**config.mk**
```make
export PLATFORM = sky130hd
export DESIGN_NAME = decode_top
export DESIGN_NICKNAME = d
export VERILOG_FILES = /design/src/common/rv_pkg.sv /design/src/common/instr_stream_if.sv /design/src/source/apb_instr_port.sv /design/src/decode/instr_queue.sv /design/src/decode/control_unit.sv /design/src/decode/decode_stage.sv /design/src/source/decode_top.sv
export SDC_FILE = /design/constraint.sdc
export NUM_CORES = 1
export LEC_CHECK = 0
export ABC_AREA = 1
export CORE_MARGIN = 1
export CORE_UTILIZATION = 42
export DETAILED_ROUTE_END_ITERATION = 10
export DONT_BUFFER_PORTS = 1
export PLACE_DENSITY = 0.56
export SYNTH_ARGS = -nofsm -noshare
export SYNTH_HDL_FRONTEND = slang
export SYNTH_SLANG_ARGS = --single-unit
```
**constraint.sdc**
```tcl
create_clock -name clk -period 12 [get_ports clk]
set_input_delay 0.6 -clock clk [delete_from_list [all_inputs] [get_ports clk]]
set_output_delay 0.6 -clock clk [all_outputs]
set_load 0.02 [all_outputs]
```
**src/common/rv_pkg.sv**
```systemverilog
`default_nettype none

package rv_pkg;

    //////////////////////////////////////////////////
    // Basic widths
    //////////////////////////////////////////////////

    typedef logic [31:0] word_t;     // Instruction, immediate or APB data
    typedef logic [4:0]  reg_id_t;
    typedef logic [3:0]  apb_addr_t;
    typedef logic [2:0]  q_count_t;  // Occupancy 0 to 4

    localparam int QUEUE_DEPTH = 4;
    localparam int QUEUE_PTR_W = $clog2(QUEUE_DEPTH);

    typedef logic [QUEUE_PTR_W-1:0] q_ptr_t;

    // APB register map
    localparam apb_addr_t ADDR_PUSH      = 4'h0;  // Push, predict 0
    localparam apb_addr_t ADDR_PUSH_PRED = 4'h4;  // Push, predict 1
    localparam apb_addr_t ADDR_STATUS    = 4'h8;  // Read only occupancy

    //////////////////////////////////////////////////
    // Opcodes and funct7 classes
    //////////////////////////////////////////////////

    localparam logic [6:0] OP_LUI    = 7'b011_0111;
    localparam logic [6:0] OP_AUIPC  = 7'b001_0111;
    localparam logic [6:0] OP_JAL    = 7'b110_1111;
    localparam logic [6:0] OP_JALR   = 7'b110_0111;
    localparam logic [6:0] OP_BRANCH = 7'b110_0011;
    localparam logic [6:0] OP_LOAD   = 7'b000_0011;
    localparam logic [6:0] OP_STORE  = 7'b010_0011;
    localparam logic [6:0] OP_ALU    = 7'b011_0011;
    localparam logic [6:0] OP_ALUI   = 7'b001_0011;

    localparam logic [6:0] F7_BASE   = 7'b000_0000;
    localparam logic [6:0] F7_ALT    = 7'b010_0000;  // SUB and SRA
    localparam logic [6:0] F7_MULDIV = 7'b000_0001;  // M extension

    typedef enum logic [2:0] {
        R_TYPE,
        I_TYPE,
        S_TYPE,
        B_TYPE,
        U_TYPE,
        J_TYPE
    } encoding_type;

    typedef enum logic [3:0] {
        ALU_ADD,
        ALU_SUB,
        ALU_AND,
        ALU_OR,
        ALU_XOR,
        ALU_SLL,
        ALU_SRL,
        ALU_SRA,
        ALU_SLT,
        ALU_SLTU,
        ALU_PASS
    } alu_op_type;

    //////////////////////////////////////////////////
    // Pipeline bundles
    //////////////////////////////////////////////////

    typedef struct packed {
        logic [6:0] funct7;
        reg_id_t    rs2;
        reg_id_t    rs1;
        logic [2:0] funct3;
        reg_id_t    rd;
        logic [6:0] opcode;
    } instruction_type;

    typedef struct packed {
        instruction_type instruction;
        logic            predict;
        logic            instr_valid;
    } if_id_type;

    typedef struct packed {
        encoding_type encoding;
        alu_op_type   alu_op;
        logic [2:0]   funct3;
        reg_id_t      rs1_id;
        reg_id_t      rs2_id;
        reg_id_t      rd_id;
        logic         rs1_valid;
        logic         rs2_valid;
        logic         reg_write;
        logic         alu_src;      // Second operand is the immediate
        logic         mem_read;
        logic         mem_write;
        logic         mem_to_reg;
        logic         is_branch;
        logic         is_jump;
        logic         is_jumpr;
        logic         is_lui;
        logic         is_auipc;
        logic         is_mul;
        logic         predict;
        logic         is_valid;
        word_t        imm_data;
    } control_type;

    // Sign extended immediate for each instruction format
    function automatic word_t immediate_extension(input instruction_type instr,
                                                  input encoding_type    enc);
        word_t imm;
        case (enc)
            I_TYPE: imm = {{20{instr.funct7[6]}}, instr.funct7, instr.rs2};
            S_TYPE: imm = {{20{instr.funct7[6]}}, instr.funct7, instr.rd};
            B_TYPE: imm = {{20{instr.funct7[6]}}, instr.rd[0], instr.funct7[5:0],
                           instr.rd[4:1], 1'b0};
            U_TYPE: imm = {instr.funct7, instr.rs2, instr.rs1, instr.funct3, 12'h000};
            J_TYPE: imm = {{12{instr.funct7[6]}}, instr.rs1, instr.funct3, instr.rs2[0],
                           instr.funct7[5:0], instr.rs2[4:1], 1'b0};
            default: imm = '0;  // R type has no immediate
        endcase
        return imm;
    endfunction

endpackage

`default_nettype wire

```
**src/common/instr_stream_if.sv**
```systemverilog
`timescale 1ns/1ps
`default_nettype none

// One fetched instruction per transfer, valid and ready handshake
interface instr_stream_if;

    logic                    valid;
    logic                    ready;
    rv_pkg::instruction_type instr;
    logic                    predict;  // Branch prediction bit from the host

    // Side that pushes entries into the stream
    modport push (output valid, output instr, output predict, input ready);

    // Side that pops entries from the stream
    modport pop (input valid, input instr, input predict, output ready);

endinterface

`default_nettype wire

```
**src/source/apb_instr_port.sv**
```systemverilog
`timescale 1ns/1ps
`default_nettype none

module apb_instr_port (
    input  logic              clk,
    input  logic              rst,
    input  logic              psel,
    input  logic              penable,
    input  logic              pwrite,
    input  rv_pkg::apb_addr_t paddr,
    input  rv_pkg::word_t     pwdata,
    input  rv_pkg::q_count_t  count,
    output rv_pkg::word_t     prdata,
    output logic              pready,
    output logic              pslverr,
    instr_stream_if.push      push
);

    logic access_done;  // Access already completed, waiting for penable to drop
    logic access;
    logic is_push_addr;
    logic is_status_addr;
    logic wr_push;
    logic legal;

    assign access         = psel & penable & ~access_done;
    assign is_push_addr   = (paddr == rv_pkg::ADDR_PUSH) || (paddr == rv_pkg::ADDR_PUSH_PRED);
    assign is_status_addr = (paddr == rv_pkg::ADDR_STATUS);

    // Writes go to push addresses, reads to STATUS
    assign legal   = (pwrite & is_push_addr) | (~pwrite & is_status_addr);
    assign wr_push = access & pwrite & is_push_addr;

    assign push.valid   = wr_push;
    assign push.instr   = pwdata;
    assign push.predict = (paddr == rv_pkg::ADDR_PUSH_PRED);

    // Wait states only while a push is refused
    assign pready  = wr_push ? push.ready : 1'b1;
    assign pslverr = access & ~legal;
    assign prdata  = (access & ~pwrite & is_status_addr) ? rv_pkg::word_t'(count) : '0;

    always_ff @(posedge clk) begin
        if (rst) begin
            access_done <= 1'b0;
        end else if (~psel | ~penable) begin
            access_done <= 1'b0;  // Back to setup or idle
        end else if (access & pready) begin
            access_done <= 1'b1;
        end
    end

endmodule

`default_nettype wire

```
**src/decode/instr_queue.sv**
```systemverilog
`timescale 1ns/1ps
`default_nettype none

// The queue pops the APB stream and pushes the decode stream
module instr_queue (
    input  logic             clk,
    input  logic             rst,
    instr_stream_if.pop      push,  // Write side
    instr_stream_if.push     pop,   // Read side
    output rv_pkg::q_count_t count
);

    rv_pkg::instruction_type instr_mem [rv_pkg::QUEUE_DEPTH];
    logic                    pred_mem  [rv_pkg::QUEUE_DEPTH];
    rv_pkg::q_ptr_t          wr_ptr;
    rv_pkg::q_ptr_t          rd_ptr;
    logic                    wr_en;
    logic                    rd_en;

    function automatic rv_pkg::q_ptr_t next_ptr(input rv_pkg::q_ptr_t ptr);
        if (ptr == rv_pkg::q_ptr_t'(rv_pkg::QUEUE_DEPTH - 1)) begin
            return '0;
        end
        return ptr + 1'b1;
    endfunction

    assign push.ready  = (count != rv_pkg::q_count_t'(rv_pkg::QUEUE_DEPTH));  // Not full
    assign pop.valid   = (count != '0);                                      // Not empty
    assign pop.instr   = instr_mem[rd_ptr];
    assign pop.predict = pred_mem[rd_ptr];

    assign wr_en = push.valid & push.ready;
    assign rd_en = pop.valid & pop.ready;

    always_ff @(posedge clk) begin
        if (wr_en) begin
            instr_mem[wr_ptr] <= push.instr;
            pred_mem[wr_ptr]  <= push.predict;
        end
    end

    always_ff @(posedge clk) begin
        if (rst) begin
            wr_ptr <= '0;
            rd_ptr <= '0;
            count  <= '0;
        end else begin
            if (wr_en) wr_ptr <= next_ptr(wr_ptr);
            if (rd_en) rd_ptr <= next_ptr(rd_ptr);
            case ({wr_en, rd_en})
                2'b10:   count <= count + 1'b1;
                2'b01:   count <= count - 1'b1;
                default: count <= count;  // Idle, or push and pop together
            endcase
        end
    end

endmodule

`default_nettype wire

```
**src/decode/control_unit.sv**
```systemverilog
`timescale 1ns/1ps
`default_nettype none

module control_unit (
    input  rv_pkg::if_id_type   if_instr,
    output rv_pkg::control_type control
);

    rv_pkg::instruction_type instr;

    assign instr = if_instr.instruction;

    // ALU operation for OP and OP-IMM
    function automatic rv_pkg::alu_op_type alu_arith(input logic [6:0] funct7,
                                                     input logic [2:0] funct3,
                                                     input logic       imm);
        logic base;
        logic alt;
        rv_pkg::alu_op_type op;
        base = (funct7 == rv_pkg::F7_BASE);
        alt  = (funct7 == rv_pkg::F7_ALT);
        op   = rv_pkg::ALU_ADD;
        case (funct3)
            3'b000: if (~imm & alt) op = rv_pkg::ALU_SUB;  // No SUBI
            3'b001: if (base) op = rv_pkg::ALU_SLL;
            3'b010: if (imm | base) op = rv_pkg::ALU_SLT;
            3'b011: if (imm | base) op = rv_pkg::ALU_SLTU;
            3'b100: if (imm | base) op = rv_pkg::ALU_XOR;
            3'b101: begin
                if (base) op = rv_pkg::ALU_SRL;
                else if (alt) op = rv_pkg::ALU_SRA;
            end
            3'b110: if (imm | base) op = rv_pkg::ALU_OR;
            default: if (imm | base) op = rv_pkg::ALU_AND;
        endcase
        return op;
    endfunction

    //////////////////////////////////////////////////
    // Opcode decode
    //////////////////////////////////////////////////

    always_comb begin
        control           = '0;
        control.funct3    = instr.funct3;
        control.rs1_id    = instr.rs1;
        control.rs2_id    = instr.rs2;
        control.rd_id     = instr.rd;
        control.rs1_valid = 1'b1;
        control.rs2_valid = 1'b1;
        control.predict   = if_instr.predict;
        control.is_valid  = if_instr.instr_valid;

        case (instr.opcode)
            rv_pkg::OP_LUI: begin
                control.encoding  = rv_pkg::U_TYPE;
                control.alu_op    = rv_pkg::ALU_PASS;  // rd = imm
                control.reg_write = 1'b1;
                control.alu_src   = 1'b1;
                control.is_lui    = 1'b1;
                control.rs1_valid = 1'b0;
                control.rs2_valid = 1'b0;
            end
            rv_pkg::OP_AUIPC: begin
                control.encoding  = rv_pkg::U_TYPE;
                control.alu_op    = rv_pkg::ALU_ADD;
                control.reg_write = 1'b1;
                control.alu_src   = 1'b1;
                control.is_auipc  = 1'b1;
                control.rs1_valid = 1'b0;
                control.rs2_valid = 1'b0;
            end
            rv_pkg::OP_JAL: begin
                control.encoding  = rv_pkg::J_TYPE;
                control.alu_op    = rv_pkg::ALU_ADD;
                control.reg_write = 1'b1;
                control.is_jump   = 1'b1;
                control.rs1_valid = 1'b0;
                control.rs2_valid = 1'b0;
            end
            rv_pkg::OP_JALR: begin
                control.encoding  = rv_pkg::I_TYPE;
                control.alu_op    = rv_pkg::ALU_ADD;  // rs1 + offset
                control.reg_write = 1'b1;
                control.is_jumpr  = 1'b1;
                control.rs2_valid = 1'b0;
            end
            rv_pkg::OP_BRANCH: begin
                control.encoding  = rv_pkg::B_TYPE;
                control.alu_op    = rv_pkg::ALU_SUB;  // Compare by subtraction
                control.is_branch = 1'b1;
            end
            rv_pkg::OP_LOAD: begin
                control.encoding   = rv_pkg::I_TYPE;
                control.alu_op     = rv_pkg::ALU_ADD;
                control.reg_write  = 1'b1;
                control.alu_src    = 1'b1;
                control.mem_read   = 1'b1;
                control.mem_to_reg = 1'b1;
                control.rs2_valid  = 1'b0;
            end
            rv_pkg::OP_STORE: begin
                control.encoding  = rv_pkg::S_TYPE;
                control.alu_op    = rv_pkg::ALU_ADD;
                control.alu_src   = 1'b1;
                control.mem_write = 1'b1;
            end
            rv_pkg::OP_ALUI: begin
                control.encoding  = rv_pkg::I_TYPE;
                control.alu_op    = alu_arith(instr.funct7, instr.funct3, 1'b1);
                control.reg_write = 1'b1;
                control.alu_src   = 1'b1;
                control.rs2_valid = 1'b0;
            end
            rv_pkg::OP_ALU: begin
                control.encoding  = rv_pkg::R_TYPE;
                control.alu_op    = alu_arith(instr.funct7, instr.funct3, 1'b0);
                control.reg_write = 1'b1;
                control.is_mul    = (instr.funct7 == rv_pkg::F7_MULDIV);
            end
            default: control = '0;  // Unknown opcode, empty bundle
        endcase

        control.imm_data = rv_pkg::immediate_extension(instr, control.encoding);
        if (instr.rd == '0) begin
            control.reg_write = 1'b0;  // x0 is never written
        end
    end

endmodule

`default_nettype wire

```
**src/decode/decode_stage.sv**
```systemverilog
`timescale 1ns/1ps
`default_nettype none

module decode_stage (
    input  logic                clk,
    input  logic                rst,
    instr_stream_if.pop         pop,
    output logic                dec_valid,
    output rv_pkg::control_type dec_control,
    input  logic                dec_ready
);

    rv_pkg::if_id_type   if_instr;
    rv_pkg::control_type control;
    logic                load;
    logic                pop_fire;

    // Output register free or draining this cycle
    assign load      = ~dec_valid | dec_ready;
    assign pop.ready = load;
    assign pop_fire  = pop.valid & pop.ready;

    assign if_instr = {pop.instr, pop.predict, pop_fire};

    control_unit control_unit_inst (
        .if_instr (if_instr),
        .control  (control)
    );

    always_ff @(posedge clk) begin
        if (rst) begin
            dec_valid <= 1'b0;
        end else if (load) begin
            dec_valid <= pop.valid;
        end
    end

    always_ff @(posedge clk) begin
        if (pop_fire) dec_control <= control;  // Held under back-pressure
    end

endmodule

`default_nettype wire

```
**src/source/decode_top.sv**
```systemverilog
`timescale 1ns/1ps
`default_nettype none

module decode_top (
    input  logic                clk,
    input  logic                rst,
    input  logic                psel,
    input  logic                penable,
    input  logic                pwrite,
    input  rv_pkg::apb_addr_t   paddr,
    input  rv_pkg::word_t       pwdata,
    output rv_pkg::word_t       prdata,
    output logic                pready,
    output logic                pslverr,
    output logic                dec_valid,
    input  logic                dec_ready,
    output rv_pkg::control_type dec_control
);

    rv_pkg::q_count_t q_count;

    instr_stream_if apb_stream ();  // APB port to queue
    instr_stream_if dec_stream ();  // Queue to decode

    apb_instr_port apb_instr_port_inst (
        .clk     (clk),
        .rst     (rst),
        .psel    (psel),
        .penable (penable),
        .pwrite  (pwrite),
        .paddr   (paddr),
        .pwdata  (pwdata),
        .count   (q_count),
        .prdata  (prdata),
        .pready  (pready),
        .pslverr (pslverr),
        .push    (apb_stream.push)
    );

    instr_queue instr_queue_inst (
        .clk   (clk),
        .rst   (rst),
        .push  (apb_stream.pop),
        .pop   (dec_stream.push),
        .count (q_count)
    );

    decode_stage decode_stage_inst (
        .clk         (clk),
        .rst         (rst),
        .pop         (dec_stream.pop),
        .dec_valid   (dec_valid),
        .dec_control (dec_control),
        .dec_ready   (dec_ready)
    );

endmodule

`default_nettype wire

```
## Word-level counts from Yosys, hierarchy flattened

Memories as Yosys holds them, arrays and structs flattened. A register that Yosys moved wholly into a read port is not among the register bits.
Cells that the tools add are included.
Widths: inputs -> output; s select.

| word-level totals | value |
|---|---|
| output and inout port bits | 107 |
| logic and storage cells | 138 |
| input port bits | 42 |
| flip-flop bits (word level) | 79 |
| bits in writable memories | 132 |
| memories kept | 2 |

| cells by class | value |
|---|---|
| add/sub/neg operators | 4 |
| bitwise operators | 21 |
| muxes and demuxes | 42 |
| eq/ne operators | 29 |
| reduce and logical (&&, ||, !) cells | 15 |

Memory list:

| memory | depth | bits a word | rd ports | clocked after Yosys merged registers in | wr ports | line | source |
|---|---|---|---|---|---|---|---|
| instr_queue_inst.instr_mem | 4 | 32 | 1 | 1 | 1 | instr_queue.sv:13 | `rv_pkg::instruction_type instr_mem [rv_pkg::QUEUE_DEPTH];` |
| instr_queue_inst.pred_mem | 4 | 1 | 1 | 1 | 1 | instr_queue.sv:14 | `logic pred_mem [rv_pkg::QUEUE_DEPTH];` |

Operators with widths:

| kind | count |
|---|---|
| $pmux 32 s5 | 1 |
| $pmux 4 s7 | 2 |
| $pmux 7 s8 | 1 |
| $mux 33 | 1 |
| $eq 7x6->1 const B | 4 |
| $eq 7x7->1 const B | 3 |
| $mux 1 | 21 |
| $mux 2 | 8 |
| $eq 3x3->1 const B | 5 |
| $eq 7x5->1 const B | 2 |
| $and 1x1->1 | 12 |
| $eq 3x2->1 const B | 4 |
| $mux 3 | 4 |
| $mux 4 | 3 |
| $reduce_or 9->1 | 1 |
| $eq 7x1->1 const B | 1 |
| $eq 7x2->1 const B | 1 |
| $logic_not 7->1 | 1 |
| $reduce_or 7->1 | 1 |
| $eq 2x2->1 const B | 3 |
| $eq 3x1->1 const B | 2 |
| $not 1->1 | 6 |
| $pmux 3 s2 | 1 |
| $reduce_or 6->1 | 1 |
| other kinds (18) | 22 |

## Longest topological paths before layout

| depth | value |
|---|---|
| depth in word-level cells | 8 |
| depth in mapped cells | 14 |
| gate-level depth less buffers | 13 |

## Modules after synthesis

Synthesis repeated with hierarchy kept, for this count alone.

| unflattened totals | value |
|---|---|
| cell total of the unflattened synthesis | 811 |
| area, all modules | 9386.5 µm² |

Modules (own cells, without submodules):

| module | instances | cells an instance | sequential area each (µm²) | area each (µm²) |
|---|---|---|---|---|
| instr_queue | 1 | 389 | 4144.0 | 5420.2 |
| decode_stage | 1 | 78 | 2182.1 | 2209.6 |
| control_unit | 1 | 253 | 0.0 | 1147.4 |
| apb_instr_port | 1 | 91 | 20.0 | 609.3 |

## Worst setup path before layout

OpenSTA, ideal clock, no wires.

| timing | value |
|---|---|
| kind | flip-flop to flip-flop |
| start | reg instr_queue_inst.count[0] |
| end | reg instr_queue_inst.count[2] |
| path slack | 6.020 ns |
| stages on the path, launching flop included | 10 |
| clock period less this slack | 5.980 ns |
| required time | 11.878 ns |
| data arrival time | 5.858 ns |
| library setup time | 0.122 ns |
| path buffers | 0 |
| path through | dfxtp_1 inv_1 a31oi_1 ha_1 inv_1 fa_1 a21oi_1 o21ai_0 o21ai_0 a21oi_1 |

| on the way | value |
|---|---|
| word-level cells in the longest chain between the ends | 4 |
| elaborated cells between the ends (all ways) | 10 |
| those cells by class | add/sub (2); eq/ne (3); mux (1); bitwise (2); reduce/logical (2) |

Ends and longest elaborated chain:

| item | line | source |
|---|---|---|
| from (decl) | instr_queue.sv:10 | `output rv_pkg::q_count_t count` |
| from (signal assigned) | instr_queue.sv:51 | `2'b10: count <= count + 1'b1;` |
| from (signal assigned) | instr_queue.sv:52 | `2'b01: count <= count - 1'b1;` |
| from (signal assigned) | instr_queue.sv:53 | `default: count <= count;` |
| $reduce_bool 3->1 (*) | instr_queue.sv:28 | `assign pop.valid = (count != '0);` |
| $and 1x1->1 (*) | n/a |  |
| net decode_stage_inst.pop_fire | decode_stage.sv:16 | `logic pop_fire;` |
| $eq 2x1->1 / $eq 2x2->1 (equally long branches) | instr_queue.sv:50 | `case ({wr_en, rd_en})` |
| $pmux 3 s2 / $reduce_bool 2->1 (equally long branches) | n/a |  |

Mark *: on every way through the listed nets, which the timed path passes. The rest lies on a longest branch.
A chain may end at the register's enable or synchronous reset.

==> flow_summary_export.csv <==
group,metric,value,unit
outcome,status,"complete, no violations",
critical_path,path_cells,"buf_4, inv_2, buf_4, nand2_1, nand3_1, nand2_2, nand2_1, nor2_8, nand4_1, nand3_1, nand2_1, nand2_1",
routing,vias,5488,
critical_path,worst_setup_path_end_kind,"flop",
synth,synthSimpleGateAreaFrac,0.179,
sta,slew_viol_final,0,
synth,ys_ff_latch,214,
sta,fmax,0.293,GHz
routing,drc,0,
sta,timing.setup.tns,0,ns
synth,synth_top_family_by_area,"simple AND/OR/NAND/NOR gates",
pwr,combPwrFrac,0.250,
sta,worst_slew_pin_slew,1.15,ns
critical_path,cpMostUsedCell,"nand2_1",
pwr,irDropWorstVdd,0.151,mV
critical_path,cp_slowest_cell,"buf_4",
sta,rsz0062_at_grt,"no",
routing,viasPerCell,4.93,
layout,syn_to_final_growth,9.40,%
sta,period_needed,3.41,ns
global_routing,groute.usage.overall,0.172,
global_routing,grt_max_degree,74,
clocking,cts_num_sinks,214,
sta,finalHoldViolCount,0,
min_path,hp-class,"input pin to flop",
min_path,worstHoldStart,"rst",
clocking,cts_setup_buffers,0,
min_path,whs_path_depth,1,
synth,synth_xor_area_frac,0,
critical_path,slowest_delay,0.55,ns
synth,synth_fa_ha_area_frac,0.0104,
pwr,pwr-share-seq,0.489,
floorplan,core_area,21200,sq um
sta,hold_slack,0.159,ns
critical_path,r2r_cells,12,
placement,finalWeightedCongestion,0.845,
synth,ys.flop_type,"edfxtp_1",
synth,synth-edff-count,203,
placement,hpwl,12.2,mm
critical_path,required,12.35,ns
clocking,htree_levels,1,
pwr,power.density,252,nW/um^2
clocking,hold_buffers,0,
layout,multiInputGateArea,2340,sq um
layout,regArea,6320,sq um
routing,drt_wl_total,18.9,mm
floorplan,die_h,150,um
layout,nets,871,
layout,nFillCells,1911,
global_routing,grt_first_pass_wirelength,29.1,mm
synth,syn_area_per_cell,11.1,sq um
critical_path,cp.arrival,3.76,ns
pwr,intPower,0.00156,W
floorplan,start_util,0.431,
clocking,cts.clk_slew.worst_paths,0.06,ns
sta,fin_crit_sh,0.284,
critical_path,r2r_setup_slack,8.59,ns
synth,synthCells,823,
job,cap_violations,0,
layout,final_cell_mix,"226 x nand2_1, 203 x edfxtp_1, 81 x nor2_1",
pwr,p_leak,4.01,nW
critical_path,start_kind,"flop",
synth,synth_seq_area_share,0.690,
min_path,hold_path_end,"instr_queue_inst.count[1]$_SDFFE_PP0P_",
sta,slew_headroom,0.230,
sta,clock_skew,0.00556,ns
routing,wl_per_cell,17.0,um
synth,syn_area,9150,sq um
routing,detail_route.iter0.violations,425,
clocking,clk_latency,0.51,ns
layout,drive_gt1_frac,0.0728,
critical_path,reg2reg_to,"decode_stage_inst.dec_control[31]$_DFFE_PP_",
global_routing,overflow,0,
floorplan,ios,149,
global_routing,antenna_found_initial,0,
routing,drtAntennaViolNets,0,
layout,antennaDiodeCount,0,
sta,report.final.setup_viol,0,
pwr,power_switching,0.000962,W
layout,final_common_cell,"nand2_1",
synth,synth_warnings,0,
synth,synthDistinctLibCells,36,
floorplan,die_width,150,um
pwr,switching_share,0.381,
routing,firstDrtPassIters,6,
global_routing,grt_pass1_vias,5230,
synth,muxShareOfSynthArea,0,
clocking,clock_path_buffers,3,
placement,portBuffers,0,
pwr,clkPwrFrac,0.261,
floorplan,row_count,53,
clocking,cts_tree,"yes",
clocking,cts_made_buffers,23,
clocking,cts_resized,0,
clocking,cts_root_buffer,"clkbuf_16",
floorplan,dieArea,22400,sq um
synth,async_flop_share,0,
synth,synth-compound-area-share,0.0500,
critical_path,cp_max_fo,68,
critical_path,path_class,"flop to flop",
## cell type report
| cell class | count | area share |
|---|---|---|
| repair buffers | 6 | 0.00450 |
| flip-flops and latches | 214 | 0.631 |
| inverters | 69 | 0.0259 |
| clock buffers | 33 | 0.0642 |
| multi-input cells | 508 | 0.234 |
| well taps | 275 | 0.0344 |
| clock inverters | 8 | 0.00612 |
## worst max-delay path, delay by kind of cell, from the launching register on
kind | cells | cell delay [ns]
AND/OR/NAND/NOR | 9 | 1.97
buffers and inverters | 3 | 0.93
flip-flops | 1 | 0.31
## synthesized netlist by cell type, types with 2 or more instances
library cell / instances / area (sq um)
a21oi_1: 38 / 190
a31oi_1: 2 / 12.5
a32o_1: 2 / 20.0
a32oi_1: 11 / 96.3
buf_2: 25 / 125
buf_4: 32 / 240
clkinv_1: 2 / 7.51
dfxtp_1: 11 / 220
edfxtp_1: 203 / 6100
ha_1: 6 / 75.1
inv_1: 61 / 229
inv_2: 6 / 22.5
nand2_1: 226 / 848
nand2_2: 7 / 43.8
nand3_1: 57 / 285
nand4_1: 3 / 18.8
nor2_1: 85 / 319
nor2_2: 3 / 18.8
nor2_4: 3 / 33.8
nor3_1: 4 / 20.0
o21ai_0: 14 / 70.1
o21ai_1: 8 / 40.0
## worst max path at each step
stage / slack (ns) / end
finish: 8.59 / decode_stage_inst.dec_control[31]$_DFFE_PP_
global route: 8.19 / decode_stage_inst.dec_control[20]$_DFFE_PP_
global placement: 8.64 / decode_stage_inst.dec_control[19]$_DFFE_PP_
floorplan: 6.02 / instr_queue_inst.count[2]$_SDFFE_PP0P_
CTS: 8.54 / decode_stage_inst.dec_control[28]$_DFFE_PP_
detailed placement: 8.57 / decode_stage_inst.dec_control[11]$_DFFE_PP_
## state kept, by name, indices dropped and copies added, names as in the netlist, named ones only
signal and flops:
instr_queue_inst.pred_mem 4, instr_queue_inst.rd_ptr 2, apb_instr_port_inst.access_done 1, decode_stage_inst.dec_control 71, instr_queue_inst.wr_ptr 2, instr_queue_inst.count 3, instr_queue_inst.instr_mem 128, decode_stage_inst.dec_valid 1
## stage by stage
step                      area (sq um)  power (W)   util  instances  setup slack (ns)
after detailed placement          9310    0.00189  0.439       1072              8.57
after global routing             10000    0.00267  0.472       1113              8.19
after global placement            9310    0.00188  0.439       1072              8.64
after CTS                        10000    0.00255  0.472       1113              8.54
final                            10000    0.00252  0.472       1113              8.59
after floorplan                   9260    0.00172      -        851              6.02
## cells by family (layout without fill, tap and decap cells)
kind of cell / Yosys count / in the layout
buffers and inverters: 129 / 116
adders and majority gates: 7 / 7
AOI/OAI and AO/OA: 79 / 79
DFF: 214 / 214
other: 1 / 29
and+or+nand+nor: 393 / 393
## metal layers
metal  track usage  vias to the layer above  share of wire
li1              -                     2728              -
met3        0.0460                       31          0.071
met1         0.234                     2545           0.46
met4        0.0500                        0          0.020
met5             0                        -              0
met2         0.267                      184           0.45
## power groups by stage
stage | combinational [W] | sequential, W | clock (W)
after CTS | 0.000634 | 0.00124 | 0.000673
after detailed placement | 0.000636 | 0.00125 | 0
after global placement | 0.000629 | 0.00125 | 0
after global routing | 0.000716 | 0.00125 | 0.000699
final | 0.000632 | 0.00123 | 0.000658
after floorplan | 0.000482 | 0.00124 | 0
Note: power is estimated with default switching activity, not from simulation.
